===== config.mk =====
export PLATFORM = sky130hd
export DESIGN_NAME = sata_command_layer
export DESIGN_NICKNAME = d
export VERILOG_FILES = /design/src/sata_cmd_pkg.sv /design/src/sata_command_layer.sv /design/src/h2d_register_file.sv /design/src/dma_write_fsm.sv /design/src/dma_read_fsm.sv /design/src/control_fsm.sv /design/src/settle_timer.sv
export SDC_FILE = /design/constraint.sdc
export NUM_CORES = 1
export LEC_CHECK = 0
export BUFFER_PORTS_ARGS = -buffer_cell sky130_fd_sc_hd__buf_4
export CORE_MARGIN = 8
export CORE_UTILIZATION = 51
export CTS_BUF_LIST = sky130_fd_sc_hd__clkbuf_8
export CTS_CLUSTER_SIZE = 40
export DETAILED_ROUTE_END_ITERATION = 10
export PLACE_DENSITY = 0.89
export SLEW_MARGIN = 20
export SYNTH_ARGS = -nofsm -noshare
export SYNTH_HDL_FRONTEND = slang
export SYNTH_HIERARCHICAL = 1
export SYNTH_SLANG_ARGS = --single-unit

===== constraint.sdc =====
create_clock -name clk -period 5.5 [get_ports clk]
set_clock_uncertainty 0.05 [all_clocks]
set_input_delay 0.825 -clock clk [delete_from_list [all_inputs] [get_ports clk]]
set_output_delay 0.825 -clock clk [all_outputs]
set_load 0.02 [all_outputs]

===== src/sata_cmd_pkg.sv =====
// SATA command layer definitions
`default_nettype none

package sata_cmd_pkg;

  // Field widths
  localparam int LBA_W      = 48;
  localparam int SECT_CNT_W = 16;
  localparam int CMD_W      = 8;
  localparam int FEAT_W     = 16;
  localparam int STATUS_W   = 8;

  typedef logic [LBA_W-1:0]      lba_t;
  typedef logic [SECT_CNT_W-1:0] sector_count_t;
  typedef logic [CMD_W-1:0]      cmd_code_t;
  typedef logic [FEAT_W-1:0]     features_t;
  typedef logic [STATUS_W-1:0]   status_t;

  // ATA status register bits
  localparam int STATUS_ERR_BIT  = 0;
  localparam int STATUS_DRQ_BIT  = 3;
  localparam int STATUS_BUSY_BIT = 7;

  localparam cmd_code_t CMD_DMA_READ_EXT  = 8'h25;
  localparam cmd_code_t CMD_DMA_WRITE_EXT = 8'h35;

  localparam features_t  DEFAULT_FEATURES = '0;
  // LBA addressing mode
  localparam logic [7:0] DEFAULT_DEVICE   = 8'h40;
  // Soft reset bit in the device control byte
  localparam int         SRST_BIT         = 2;

  typedef struct packed {
    cmd_code_t     command;
    features_t     features;
    sector_count_t sector_count;
    lba_t          sector_address;
  } user_req_t;

  typedef struct packed {
    cmd_code_t     command;
    features_t     features;
    logic [7:0]    control;
    logic [3:0]    port_mult;
    logic [7:0]    device;
    lba_t          lba;
    sector_count_t sector_count;
  } h2d_fis_t;

  typedef struct packed {
    status_t status;
    lba_t    lba;
  } d2h_regs_t;

  // Single cycle strobes from the transport layer
  typedef struct packed {
    logic d2h_reg;
    logic set_device_bits;
    logic d2h_data;
    logic dma_activate;
  } tl_events_t;

  typedef enum logic [0:0] {CTRL_IDLE, CTRL_SRST_HELD} ctrl_state_t;
  typedef enum logic [0:0] {RD_IDLE, RD_WAIT_DATA} read_state_t;
  typedef enum logic [1:0] {
    WR_IDLE,
    WR_WAIT_DMA_ACT,
    WR_WAIT_PULL,
    WR_SEND_DATA
  } write_state_t;

endpackage

`default_nettype wire

===== src/sata_command_layer.sv =====
// SATA command layer top
`timescale 1ns/1ps
`default_nettype none

module sata_command_layer #(
  parameter int RESET_TIMEOUT = 2
) (
  input  logic                    clk,
  input  logic                    rst,
  input  logic                    send_user_command_stb,
  input  sata_cmd_pkg::user_req_t  user_req,
  input  logic                    read_data_en,
  input  logic                    write_data_en,
  input  logic                    single_rdwr,
  input  logic                    soft_reset_en,
  input  logic                    send_sync_escape,
  input  logic                    transport_layer_ready,
  input  sata_cmd_pkg::tl_events_t tl_events,
  input  sata_cmd_pkg::d2h_regs_t  d2h_regs,
  input  logic                    t_if_activate,
  output logic                    t_send_command_stb,
  output logic                    t_send_control_stb,
  output logic                    t_send_data_stb,
  output logic                    t_if_ready,
  output logic                    sync_escape,
  output sata_cmd_pkg::h2d_fis_t   h2d_fis,
  output logic                    command_layer_ready,
  output logic                    busy,
  output logic                    dev_error,
  output logic                    sata_init
);

  logic timer_restart;
  logic srst;
  logic user_cmd_stb;
  logic read_start;
  logic read_idle;
  logic read_first;
  logic write_start;
  logic write_idle;
  logic write_first;

  settle_timer #(
    .RESET_TIMEOUT (RESET_TIMEOUT)
  ) i_settle_timer (
    .clk     (clk),
    .rst     (rst),
    .restart (timer_restart),
    .settled (sata_init)
  );

  control_fsm i_control_fsm (
    .clk                   (clk),
    .rst                   (rst),
    .soft_reset_en         (soft_reset_en),
    .send_user_command_stb (send_user_command_stb),
    .send_sync_escape      (send_sync_escape),
    .transport_layer_ready (transport_layer_ready),
    .settled               (sata_init),
    .read_idle             (read_idle),
    .write_idle            (write_idle),
    .read_start            (read_start),
    .write_start           (write_start),
    .tl_events             (tl_events),
    .d2h_status            (d2h_regs.status),
    .timer_restart         (timer_restart),
    .srst                  (srst),
    .t_send_control_stb    (t_send_control_stb),
    .t_send_command_stb    (t_send_command_stb),
    .user_cmd_stb          (user_cmd_stb),
    .layer_idle            (command_layer_ready),
    .busy                  (busy),
    .dev_error             (dev_error)
  );

  dma_read_fsm i_dma_read_fsm (
    .clk              (clk),
    .rst              (rst),
    .layer_idle       (command_layer_ready),
    .read_data_en     (read_data_en),
    .single_rdwr      (single_rdwr),
    .settled          (sata_init),
    .soft_reset_en    (soft_reset_en),
    .send_sync_escape (send_sync_escape),
    .tl_events        (tl_events),
    .read_start       (read_start),
    .read_idle        (read_idle),
    .read_first       (read_first),
    .sync_escape      (sync_escape)
  );

  dma_write_fsm i_dma_write_fsm (
    .clk                   (clk),
    .rst                   (rst),
    .layer_idle            (command_layer_ready),
    .write_data_en         (write_data_en),
    .single_rdwr           (single_rdwr),
    .settled               (sata_init),
    .soft_reset_en         (soft_reset_en),
    .send_sync_escape      (send_sync_escape),
    .t_if_activate         (t_if_activate),
    .transport_layer_ready (transport_layer_ready),
    .tl_events             (tl_events),
    .write_start           (write_start),
    .write_idle            (write_idle),
    .write_first           (write_first),
    .t_if_ready            (t_if_ready),
    .t_send_data_stb       (t_send_data_stb)
  );

  h2d_register_file i_h2d_register_file (
    .clk          (clk),
    .rst          (rst),
    .read_start   (read_start),
    .write_start  (write_start),
    .user_cmd_stb (user_cmd_stb),
    .read_first   (read_first),
    .write_first  (write_first),
    .single_rdwr  (single_rdwr),
    .srst         (srst),
    .d2h_reg_seen (tl_events.d2h_reg),
    .user_req     (user_req),
    .d2h_lba      (d2h_regs.lba),
    .h2d_fis      (h2d_fis)
  );

endmodule

`default_nettype wire


===== src/h2d_register_file.sv =====
// Host to device FIS registers
`timescale 1ns/1ps
`default_nettype none

module h2d_register_file (
  input  logic                   clk,
  input  logic                   rst,
  input  logic                   read_start,
  input  logic                   write_start,
  input  logic                   user_cmd_stb,
  input  logic                   read_first,
  input  logic                   write_first,
  input  logic                   single_rdwr,
  input  logic                   srst,
  input  logic                   d2h_reg_seen,
  input  sata_cmd_pkg::user_req_t user_req,
  input  sata_cmd_pkg::lba_t      d2h_lba,
  output sata_cmd_pkg::h2d_fis_t  h2d_fis
);

  import sata_cmd_pkg::*;

  cmd_code_t  command_q;
  features_t  features_q;
  lba_t       lba_q;
  lba_t       next_lba;
  logic       first_req;
  logic [7:0] control_byte;

  // Continuation requests pick up after the device's last LBA
  assign first_req = write_start ? write_first : read_first;
  assign next_lba  = (first_req || single_rdwr) ? user_req.sector_address : d2h_lba + 1'b1;

  always_ff @(posedge clk) begin
    if (rst) begin
      command_q  <= '0;
      features_q <= DEFAULT_FEATURES;
      lba_q      <= '0;
    end else begin
      if (write_start) begin
        command_q <= CMD_DMA_WRITE_EXT;
        lba_q     <= next_lba;
      end else if (read_start) begin
        command_q <= CMD_DMA_READ_EXT;
        lba_q     <= next_lba;
      end else if (user_cmd_stb) begin
        command_q <= user_req.command;
        lba_q     <= user_req.sector_address;
      end

      if (d2h_reg_seen) begin
        features_q <= DEFAULT_FEATURES;
      end
      if (user_cmd_stb) begin
        features_q <= user_req.features;
      end
    end
  end

  always_comb begin
    control_byte           = '0;
    control_byte[SRST_BIT] = srst;
  end

  always_comb begin
    h2d_fis.command      = command_q;
    h2d_fis.features     = features_q;
    h2d_fis.control      = control_byte;
    h2d_fis.port_mult    = 4'h0;
    h2d_fis.device       = DEFAULT_DEVICE;
    h2d_fis.lba          = lba_q;
    h2d_fis.sector_count = user_req.sector_count;
  end

endmodule

`default_nettype wire


===== src/dma_write_fsm.sv =====
// DMA write machine
`timescale 1ns/1ps
`default_nettype none

module dma_write_fsm (
  input  logic                    clk,
  input  logic                    rst,
  input  logic                    layer_idle,
  input  logic                    write_data_en,
  input  logic                    single_rdwr,
  input  logic                    settled,
  input  logic                    soft_reset_en,
  input  logic                    send_sync_escape,
  input  logic                    t_if_activate,
  input  logic                    transport_layer_ready,
  input  sata_cmd_pkg::tl_events_t tl_events,
  output logic                    write_start,
  output logic                    write_idle,
  output logic                    write_first,
  output logic                    t_if_ready,
  output logic                    t_send_data_stb
);

  import sata_cmd_pkg::*;

  write_state_t state;
  logic         single_done;
  logic         dma_act_seen;
  logic         abort;

  assign abort = soft_reset_en || send_sync_escape || !settled || tl_events.d2h_reg;

  assign write_idle  = (state == WR_IDLE);
  assign write_start = write_idle && layer_idle && write_data_en && !abort &&
                       !(single_rdwr && single_done);

  // Data FIS goes out as soon as the transport can take it
  assign t_send_data_stb = (state == WR_SEND_DATA) && transport_layer_ready;

  always_ff @(posedge clk) begin
    if (rst) begin
      state        <= WR_IDLE;
      single_done  <= 1'b0;
      write_first  <= 1'b1;
      dma_act_seen <= 1'b0;
      t_if_ready   <= 1'b0;
    end else begin
      if (!write_data_en) begin
        single_done <= 1'b0;
        write_first <= 1'b1;
      end else if (write_start && single_rdwr) begin
        single_done <= 1'b1;
      end

      // Grant closes once the transport starts pulling
      if (t_if_ready && t_if_activate) begin
        t_if_ready <= 1'b0;
      end

      case (state)
        WR_IDLE: begin
          if (write_start) begin
            state <= WR_WAIT_DMA_ACT;
          end
        end
        WR_WAIT_DMA_ACT: begin
          if (dma_act_seen) begin
            dma_act_seen <= 1'b0;
            write_first  <= 1'b0;
            t_if_ready   <= 1'b1;
            state        <= WR_WAIT_PULL;
          end
        end
        WR_WAIT_PULL: begin
          if (t_if_activate) begin
            state <= WR_SEND_DATA;
          end
        end
        WR_SEND_DATA: begin
          // Device may ask for more with another DMA activate
          if (transport_layer_ready) begin
            state <= WR_WAIT_DMA_ACT;
          end
        end
      endcase

      if (abort) begin
        state        <= WR_IDLE;
        t_if_ready   <= 1'b0;
        dma_act_seen <= 1'b0;
      end

      // Latched so a pulse during a busy state is not lost
      if (tl_events.dma_activate) begin
        dma_act_seen <= 1'b1;
      end
    end
  end

  // One data FIS per pull, sent after the grant has closed
  a_data_stb : assert property (@(posedge clk) disable iff (rst)
    t_send_data_stb |-> (state == WR_SEND_DATA) && transport_layer_ready && !t_if_ready
                        ##1 !t_send_data_stb)
  else $error("t_send_data_stb outside WR_SEND_DATA or without ready");

endmodule

`default_nettype wire


===== src/dma_read_fsm.sv =====
// DMA read request machine
`timescale 1ns/1ps
`default_nettype none

module dma_read_fsm (
  input  logic                    clk,
  input  logic                    rst,
  input  logic                    layer_idle,
  input  logic                    read_data_en,
  input  logic                    single_rdwr,
  input  logic                    settled,
  input  logic                    soft_reset_en,
  input  logic                    send_sync_escape,
  input  sata_cmd_pkg::tl_events_t tl_events,
  output logic                    read_start,
  output logic                    read_idle,
  output logic                    read_first,
  output logic                    sync_escape
);

  import sata_cmd_pkg::*;

  read_state_t state;
  logic        single_done;
  logic        cancel;
  logic        abort;

  // Cancel escapes a running read, d2h register FIS ends it normally
  assign cancel = soft_reset_en || send_sync_escape || !settled;
  assign abort  = cancel || tl_events.d2h_reg;

  assign read_idle  = (state == RD_IDLE);
  assign read_start = read_idle && layer_idle && read_data_en && !abort &&
                      !(single_rdwr && single_done);

  always_ff @(posedge clk) begin
    if (rst) begin
      state       <= RD_IDLE;
      single_done <= 1'b0;
      read_first  <= 1'b1;
      sync_escape <= 1'b0;
    end else begin
      sync_escape <= send_sync_escape || (cancel && !read_idle);

      // One request per enable in single mode
      if (!read_data_en) begin
        single_done <= 1'b0;
      end else if (read_start && single_rdwr) begin
        single_done <= 1'b1;
      end

      // Continuation addressing starts once data has arrived
      if (!read_data_en) begin
        read_first <= 1'b1;
      end else if (!read_idle && tl_events.d2h_data) begin
        read_first <= 1'b0;
      end

      case (state)
        RD_IDLE: begin
          if (read_start) begin
            state <= RD_WAIT_DATA;
          end
        end
        RD_WAIT_DATA: begin
          if (abort) begin
            state <= RD_IDLE;
          end
        end
      endcase
    end
  end

endmodule

`default_nettype wire


===== src/control_fsm.sv =====
// Command layer control and status
`timescale 1ns/1ps
`default_nettype none

module control_fsm (
  input  logic                    clk,
  input  logic                    rst,
  input  logic                    soft_reset_en,
  input  logic                    send_user_command_stb,
  input  logic                    send_sync_escape,
  input  logic                    transport_layer_ready,
  input  logic                    settled,
  input  logic                    read_idle,
  input  logic                    write_idle,
  input  logic                    read_start,
  input  logic                    write_start,
  input  sata_cmd_pkg::tl_events_t tl_events,
  input  sata_cmd_pkg::status_t    d2h_status,
  output logic                    timer_restart,
  output logic                    srst,
  output logic                    t_send_control_stb,
  output logic                    t_send_command_stb,
  output logic                    user_cmd_stb,
  output logic                    layer_idle,
  output logic                    busy,
  output logic                    dev_error
);

  import sata_cmd_pkg::*;

  ctrl_state_t state;
  status_t     status;
  logic        prev_user_cmd;
  logic        others_idle;
  logic        srst_start;
  logic        srst_release;

  assign others_idle = read_idle && write_idle && transport_layer_ready;
  assign layer_idle  = (state == CTRL_IDLE) && others_idle;

  // Soft reset breaks in from idle, release waits for the device to settle
  assign srst_start   = (state == CTRL_IDLE) && soft_reset_en;
  assign srst_release = (state == CTRL_SRST_HELD) && !soft_reset_en && settled && others_idle;

  assign timer_restart = srst_start;
  assign srst          = (state == CTRL_SRST_HELD);

  // Rising edge of the user command level
  assign user_cmd_stb = send_user_command_stb && !prev_user_cmd;

  assign dev_error = status[STATUS_ERR_BIT];

  always_ff @(posedge clk) begin
    if (rst) begin
      state              <= CTRL_IDLE;
      t_send_control_stb <= 1'b0;
      t_send_command_stb <= 1'b0;
      prev_user_cmd      <= 1'b0;
      status             <= '0;
      busy               <= 1'b1;
    end else begin
      t_send_control_stb <= srst_start || srst_release;
      t_send_command_stb <= read_start || write_start || user_cmd_stb;
      prev_user_cmd      <= send_user_command_stb;

      case (state)
        CTRL_IDLE: begin
          if (srst_start) begin
            state <= CTRL_SRST_HELD;
          end
        end
        CTRL_SRST_HELD: begin
          if (srst_release) begin
            state <= CTRL_IDLE;
          end
        end
      endcase

      // Device status register
      if (tl_events.d2h_reg || tl_events.set_device_bits) begin
        status <= d2h_status;
      end

      if (tl_events.d2h_reg) begin
        busy <= 1'b0;
      end
      if (t_send_command_stb || t_send_control_stb || user_cmd_stb) begin
        busy <= 1'b1;
      end
      // Escape always clears busy
      if (send_sync_escape) begin
        busy <= 1'b0;
      end
    end
  end

  // Control FIS pulses go out in set, clear, set order
  a_srst_alternate : assert property (@(posedge clk) disable iff (rst)
    t_send_control_stb == (srst != $past(srst)))
  else $error("control pulse does not toggle SRST");

endmodule

`default_nettype wire


===== src/settle_timer.sv =====
// Device settle timer
`timescale 1ns/1ps
`default_nettype none

module settle_timer #(
  parameter int RESET_TIMEOUT = 2
) (
  input  logic clk,
  input  logic rst,
  input  logic restart,
  output logic settled
);

  localparam int CNT_W = $clog2(RESET_TIMEOUT + 1);
  localparam logic [CNT_W-1:0] LIMIT = CNT_W'(RESET_TIMEOUT);

  logic [CNT_W-1:0] count;

  // Saturates at the limit
  always_ff @(posedge clk) begin
    if (rst || restart) begin
      count <= '0;
    end else if (count < LIMIT) begin
      count <= count + 1'b1;
    end
  end

  assign settled = (count >= LIMIT);

  // Device gets the full settle time after every soft reset
  a_settle_time : assert property (@(posedge clk) disable iff (rst)
    restart |=> !settled [*RESET_TIMEOUT])
  else $error("settled rose less than RESET_TIMEOUT cycles after restart");

endmodule

`default_nettype wire


==> results.cfg <==
[yosys]
synthFlopType = dfxtp_1
synth_seq_cells = 90
yosysWarningCount = 6
ys_seq_area_share_pct = 34.07
synth-edff-count = 0
async_flop_share_pct = 0
synthCells = 666
yosys.cell_types.count = 63
ys_top_cells_by_area = dfxtp_1 (34%), xnor2_1 (6.1%), a21oi_1 (5.9%), buf_4 (5.1%), nor2_1 (3.8%)
syn_area_sq_um = 5289
avgSynthCellArea_sq_um = 7.941
netlist.area_leader.share_pct = 34.07
yosysTopAreaCell = dfxtp_1

[floorplan]
die_x_um = 117.8
boundaryPins = 275
coreArea_sq_um = 10180
start_util_pct = 51.93
die_area_sq_um = 13890
rows = 37
die_y_um = 117.8

[sta]
setup_slack_ps = 1906
max_slew_margin_pct = 30.80
fin_crit_ps = 3594
slew_violations = 0
fin_crit_sh_pct = 65.34
worstMarginPinSlew_ps = 1035
fmax_mhz = 278.3
hold_viol_final = 0
setup_viol = 0
setup_tns_ps = 0
rsz0062_at_grt = no

[setup_path]
rr_startpoint = i_settle_timer/count[1]
reg2regPathDepth = 8
critPathMaxFanout = 41
critical_path_class = reg2reg
reg2reg_slack_ps = 1910
startpoint_type = flip-flop
r2r_end = i_h2d_register_file/lba_q[27]
worstPathArrival_ps = 3780
required_ps = 5680
endpoint_kind = flip-flop

[cells_and_area]
finalNetCount = 996
stdcell_area_sq_um = 6950
synthToLayoutAreaGrowth_pct = 31.42
multiInputGateArea_sq_um = 3034
final_common_cell = buf_4
final.fill_count = 850
antennaDiodeCount = 0
mostFrequentLayoutCells = buf_4 (220), dfxtp_1 (90), a21oi_1 (62), nor2_1 (53), nand2_1 (47)
seqCellArea_sq_um = 1802
drive_above_1_share_pct = 30.35
fin_util_pct = 68.24

[clock_network]
htreeDepth = 3
cts_tree = built
post_cts_resized = 0
cts_hold_buf = 0
clk_latency_ps = 350
cts_setup_buffers = 0
cts.sinks = 90
path_clk_slew_ps = 90
clk_path_buf_depth = 2
cts_buffers = 9
cts_root_buf = clkbuf_8

[status]
status = finished clean

[placement]
place.gp.congestion = 0.8742
io_buffer_count = 216
place_ws_ps = 1576
dp_hpwl_um = 13190
place_area_sq_um = 6733

[global_routing]
grt_first_pass_wirelength_um = 27410
first_global_vias = 5310
antenna_found_initial = 0
track_usage_pct = 24.07
grt_max_degree = 75
grt-ovfl-total = 0

[min_path]
hold_depth = 2
hold_path_class = reg2reg
worstHoldStart = i_h2d_register_file/lba_q[8]
holdPathEnd = i_h2d_register_file/lba_q[8]

[detailed_routing]
drt-pass1-iter-count = 5
drc = 0
vias_per_cell = 5.624
post_drt_wl_per_cell_um = 17.96
wl_um = 17480
via_count = 5472
drt_iter0_markers = 580
ant_nets = 0

[power]
p_total_mw = 1.595
p_per_area_nw_per_um2 = 229.5
ir_drop_mv = 0.1570
power.leakage_nw = 2.904

[job]
cap_violations = 0
[critical path: stages (launching register included)]
cell,delay (ps)
dfxtp_1,390
ha_1,160
or2_1,180
or4b_4,510
nor3_1,490
nor3b_1,360
o21ba_2,790
nor3_1,100
a2111oi_0,420
[report_power, final]
group / switching, mW / total [mW] / leakage, nW / internal (mW)
sequential: 0.0223 / 0.714 / 0.741 / 0.692
clock: 0.242 / 0.498 / 0.111 / 0.256
combinational: 0.207 / 0.383 / 2.05 / 0.175
[layout make-up]
type	instances	share of cell area (%)
Sequential cell	90	25.92
Timing Repair Buffer	220	23.76
Clock buffer	9	1.782
Multi-Input combinational cell	491	43.65
Inverter	20	1.080
Clock inverter	7	1.350
Tap cell	136	2.448
[how the worst max path moves through the flow]
stage                                       start  slack [ps]  cells after the start                             to
after detailed placement             tl_events[3]        1580                      7  i_h2d_register_file/lba_q[27]
after global routing      i_settle_timer/count[1]        1480                      8  i_h2d_register_file/lba_q[27]
final                     i_settle_timer/count[1]        1910                      8  i_h2d_register_file/lba_q[27]
after CTS                 i_settle_timer/count[1]        1920                      8  i_h2d_register_file/lba_q[27]
after floorplan             transport_layer_ready        2300                     10  i_h2d_register_file/lba_q[22]
after global placement               tl_events[3]        1730                      7  i_h2d_register_file/lba_q[27]
[layer usage]
layer	GRT usage (%)	part of all wire (%)
met1	29.03	41
met2	39.84	47
met4	11.53	3.7
met5	0	0
met3	5.324	8.0
[stage by stage]
stage	std cells	hold WS, ps
after CTS	973	406.5
after global placement	957	390.9
after global routing	973	422.9
after floorplan	683	384.9
final	973	403.9
after detailed placement	957	393.7
[synthesized netlist by cell type, drive strengths merged, types with 19 or more instances]
library cell	instances
nand3	24
clkbuf	35
nor2	54
nor3	29
and3	19
a21oi	63
inv	20
buf	47
dfxtp	90
nor3b	19
nand2	47
xnor2	37
[sequential cells by signal (all words and copies together) (netlist names)]
| name | count |
|---|---|
| i_h2d_register_file/lba_q | 48 |
| i_dma_write_fsm/single_done | 1 |
| i_control_fsm/t_send_control_stb | 1 |
| i_dma_write_fsm/t_if_ready | 1 |
| i_control_fsm/srst | 1 |
| i_settle_timer/count | 2 |
| i_control_fsm/status | 1 |
| i_dma_read_fsm/read_first | 1 |
| i_h2d_register_file/features_q | 16 |
| i_dma_write_fsm/state | 2 |
| i_dma_write_fsm/dma_act_seen | 1 |
| i_control_fsm/prev_user_cmd | 1 |
| i_dma_read_fsm/sync_escape | 1 |
| i_dma_read_fsm/state | 1 |
| i_dma_read_fsm/single_done | 1 |
| i_dma_write_fsm/write_first | 1 |
| i_h2d_register_file/command_q | 8 |
| i_control_fsm/t_send_command_stb | 1 |
| i_control_fsm/busy | 1 |
[cell families after synthesis]
family	after synthesis	synth area share, %
AO/OA/AOI/OAI	145	17.60
XOR/XNOR	40	6.624
adder cells (fa/ha/maj)	6	1.419
buffers and inverters	102	9.984
flip-flops	90	34.07
multiplexers	12	2.271
other	2	0.1420
AND/OR/NAND/NOR	269	27.89
No activity file was read; power rests on OpenSTA's default activity.
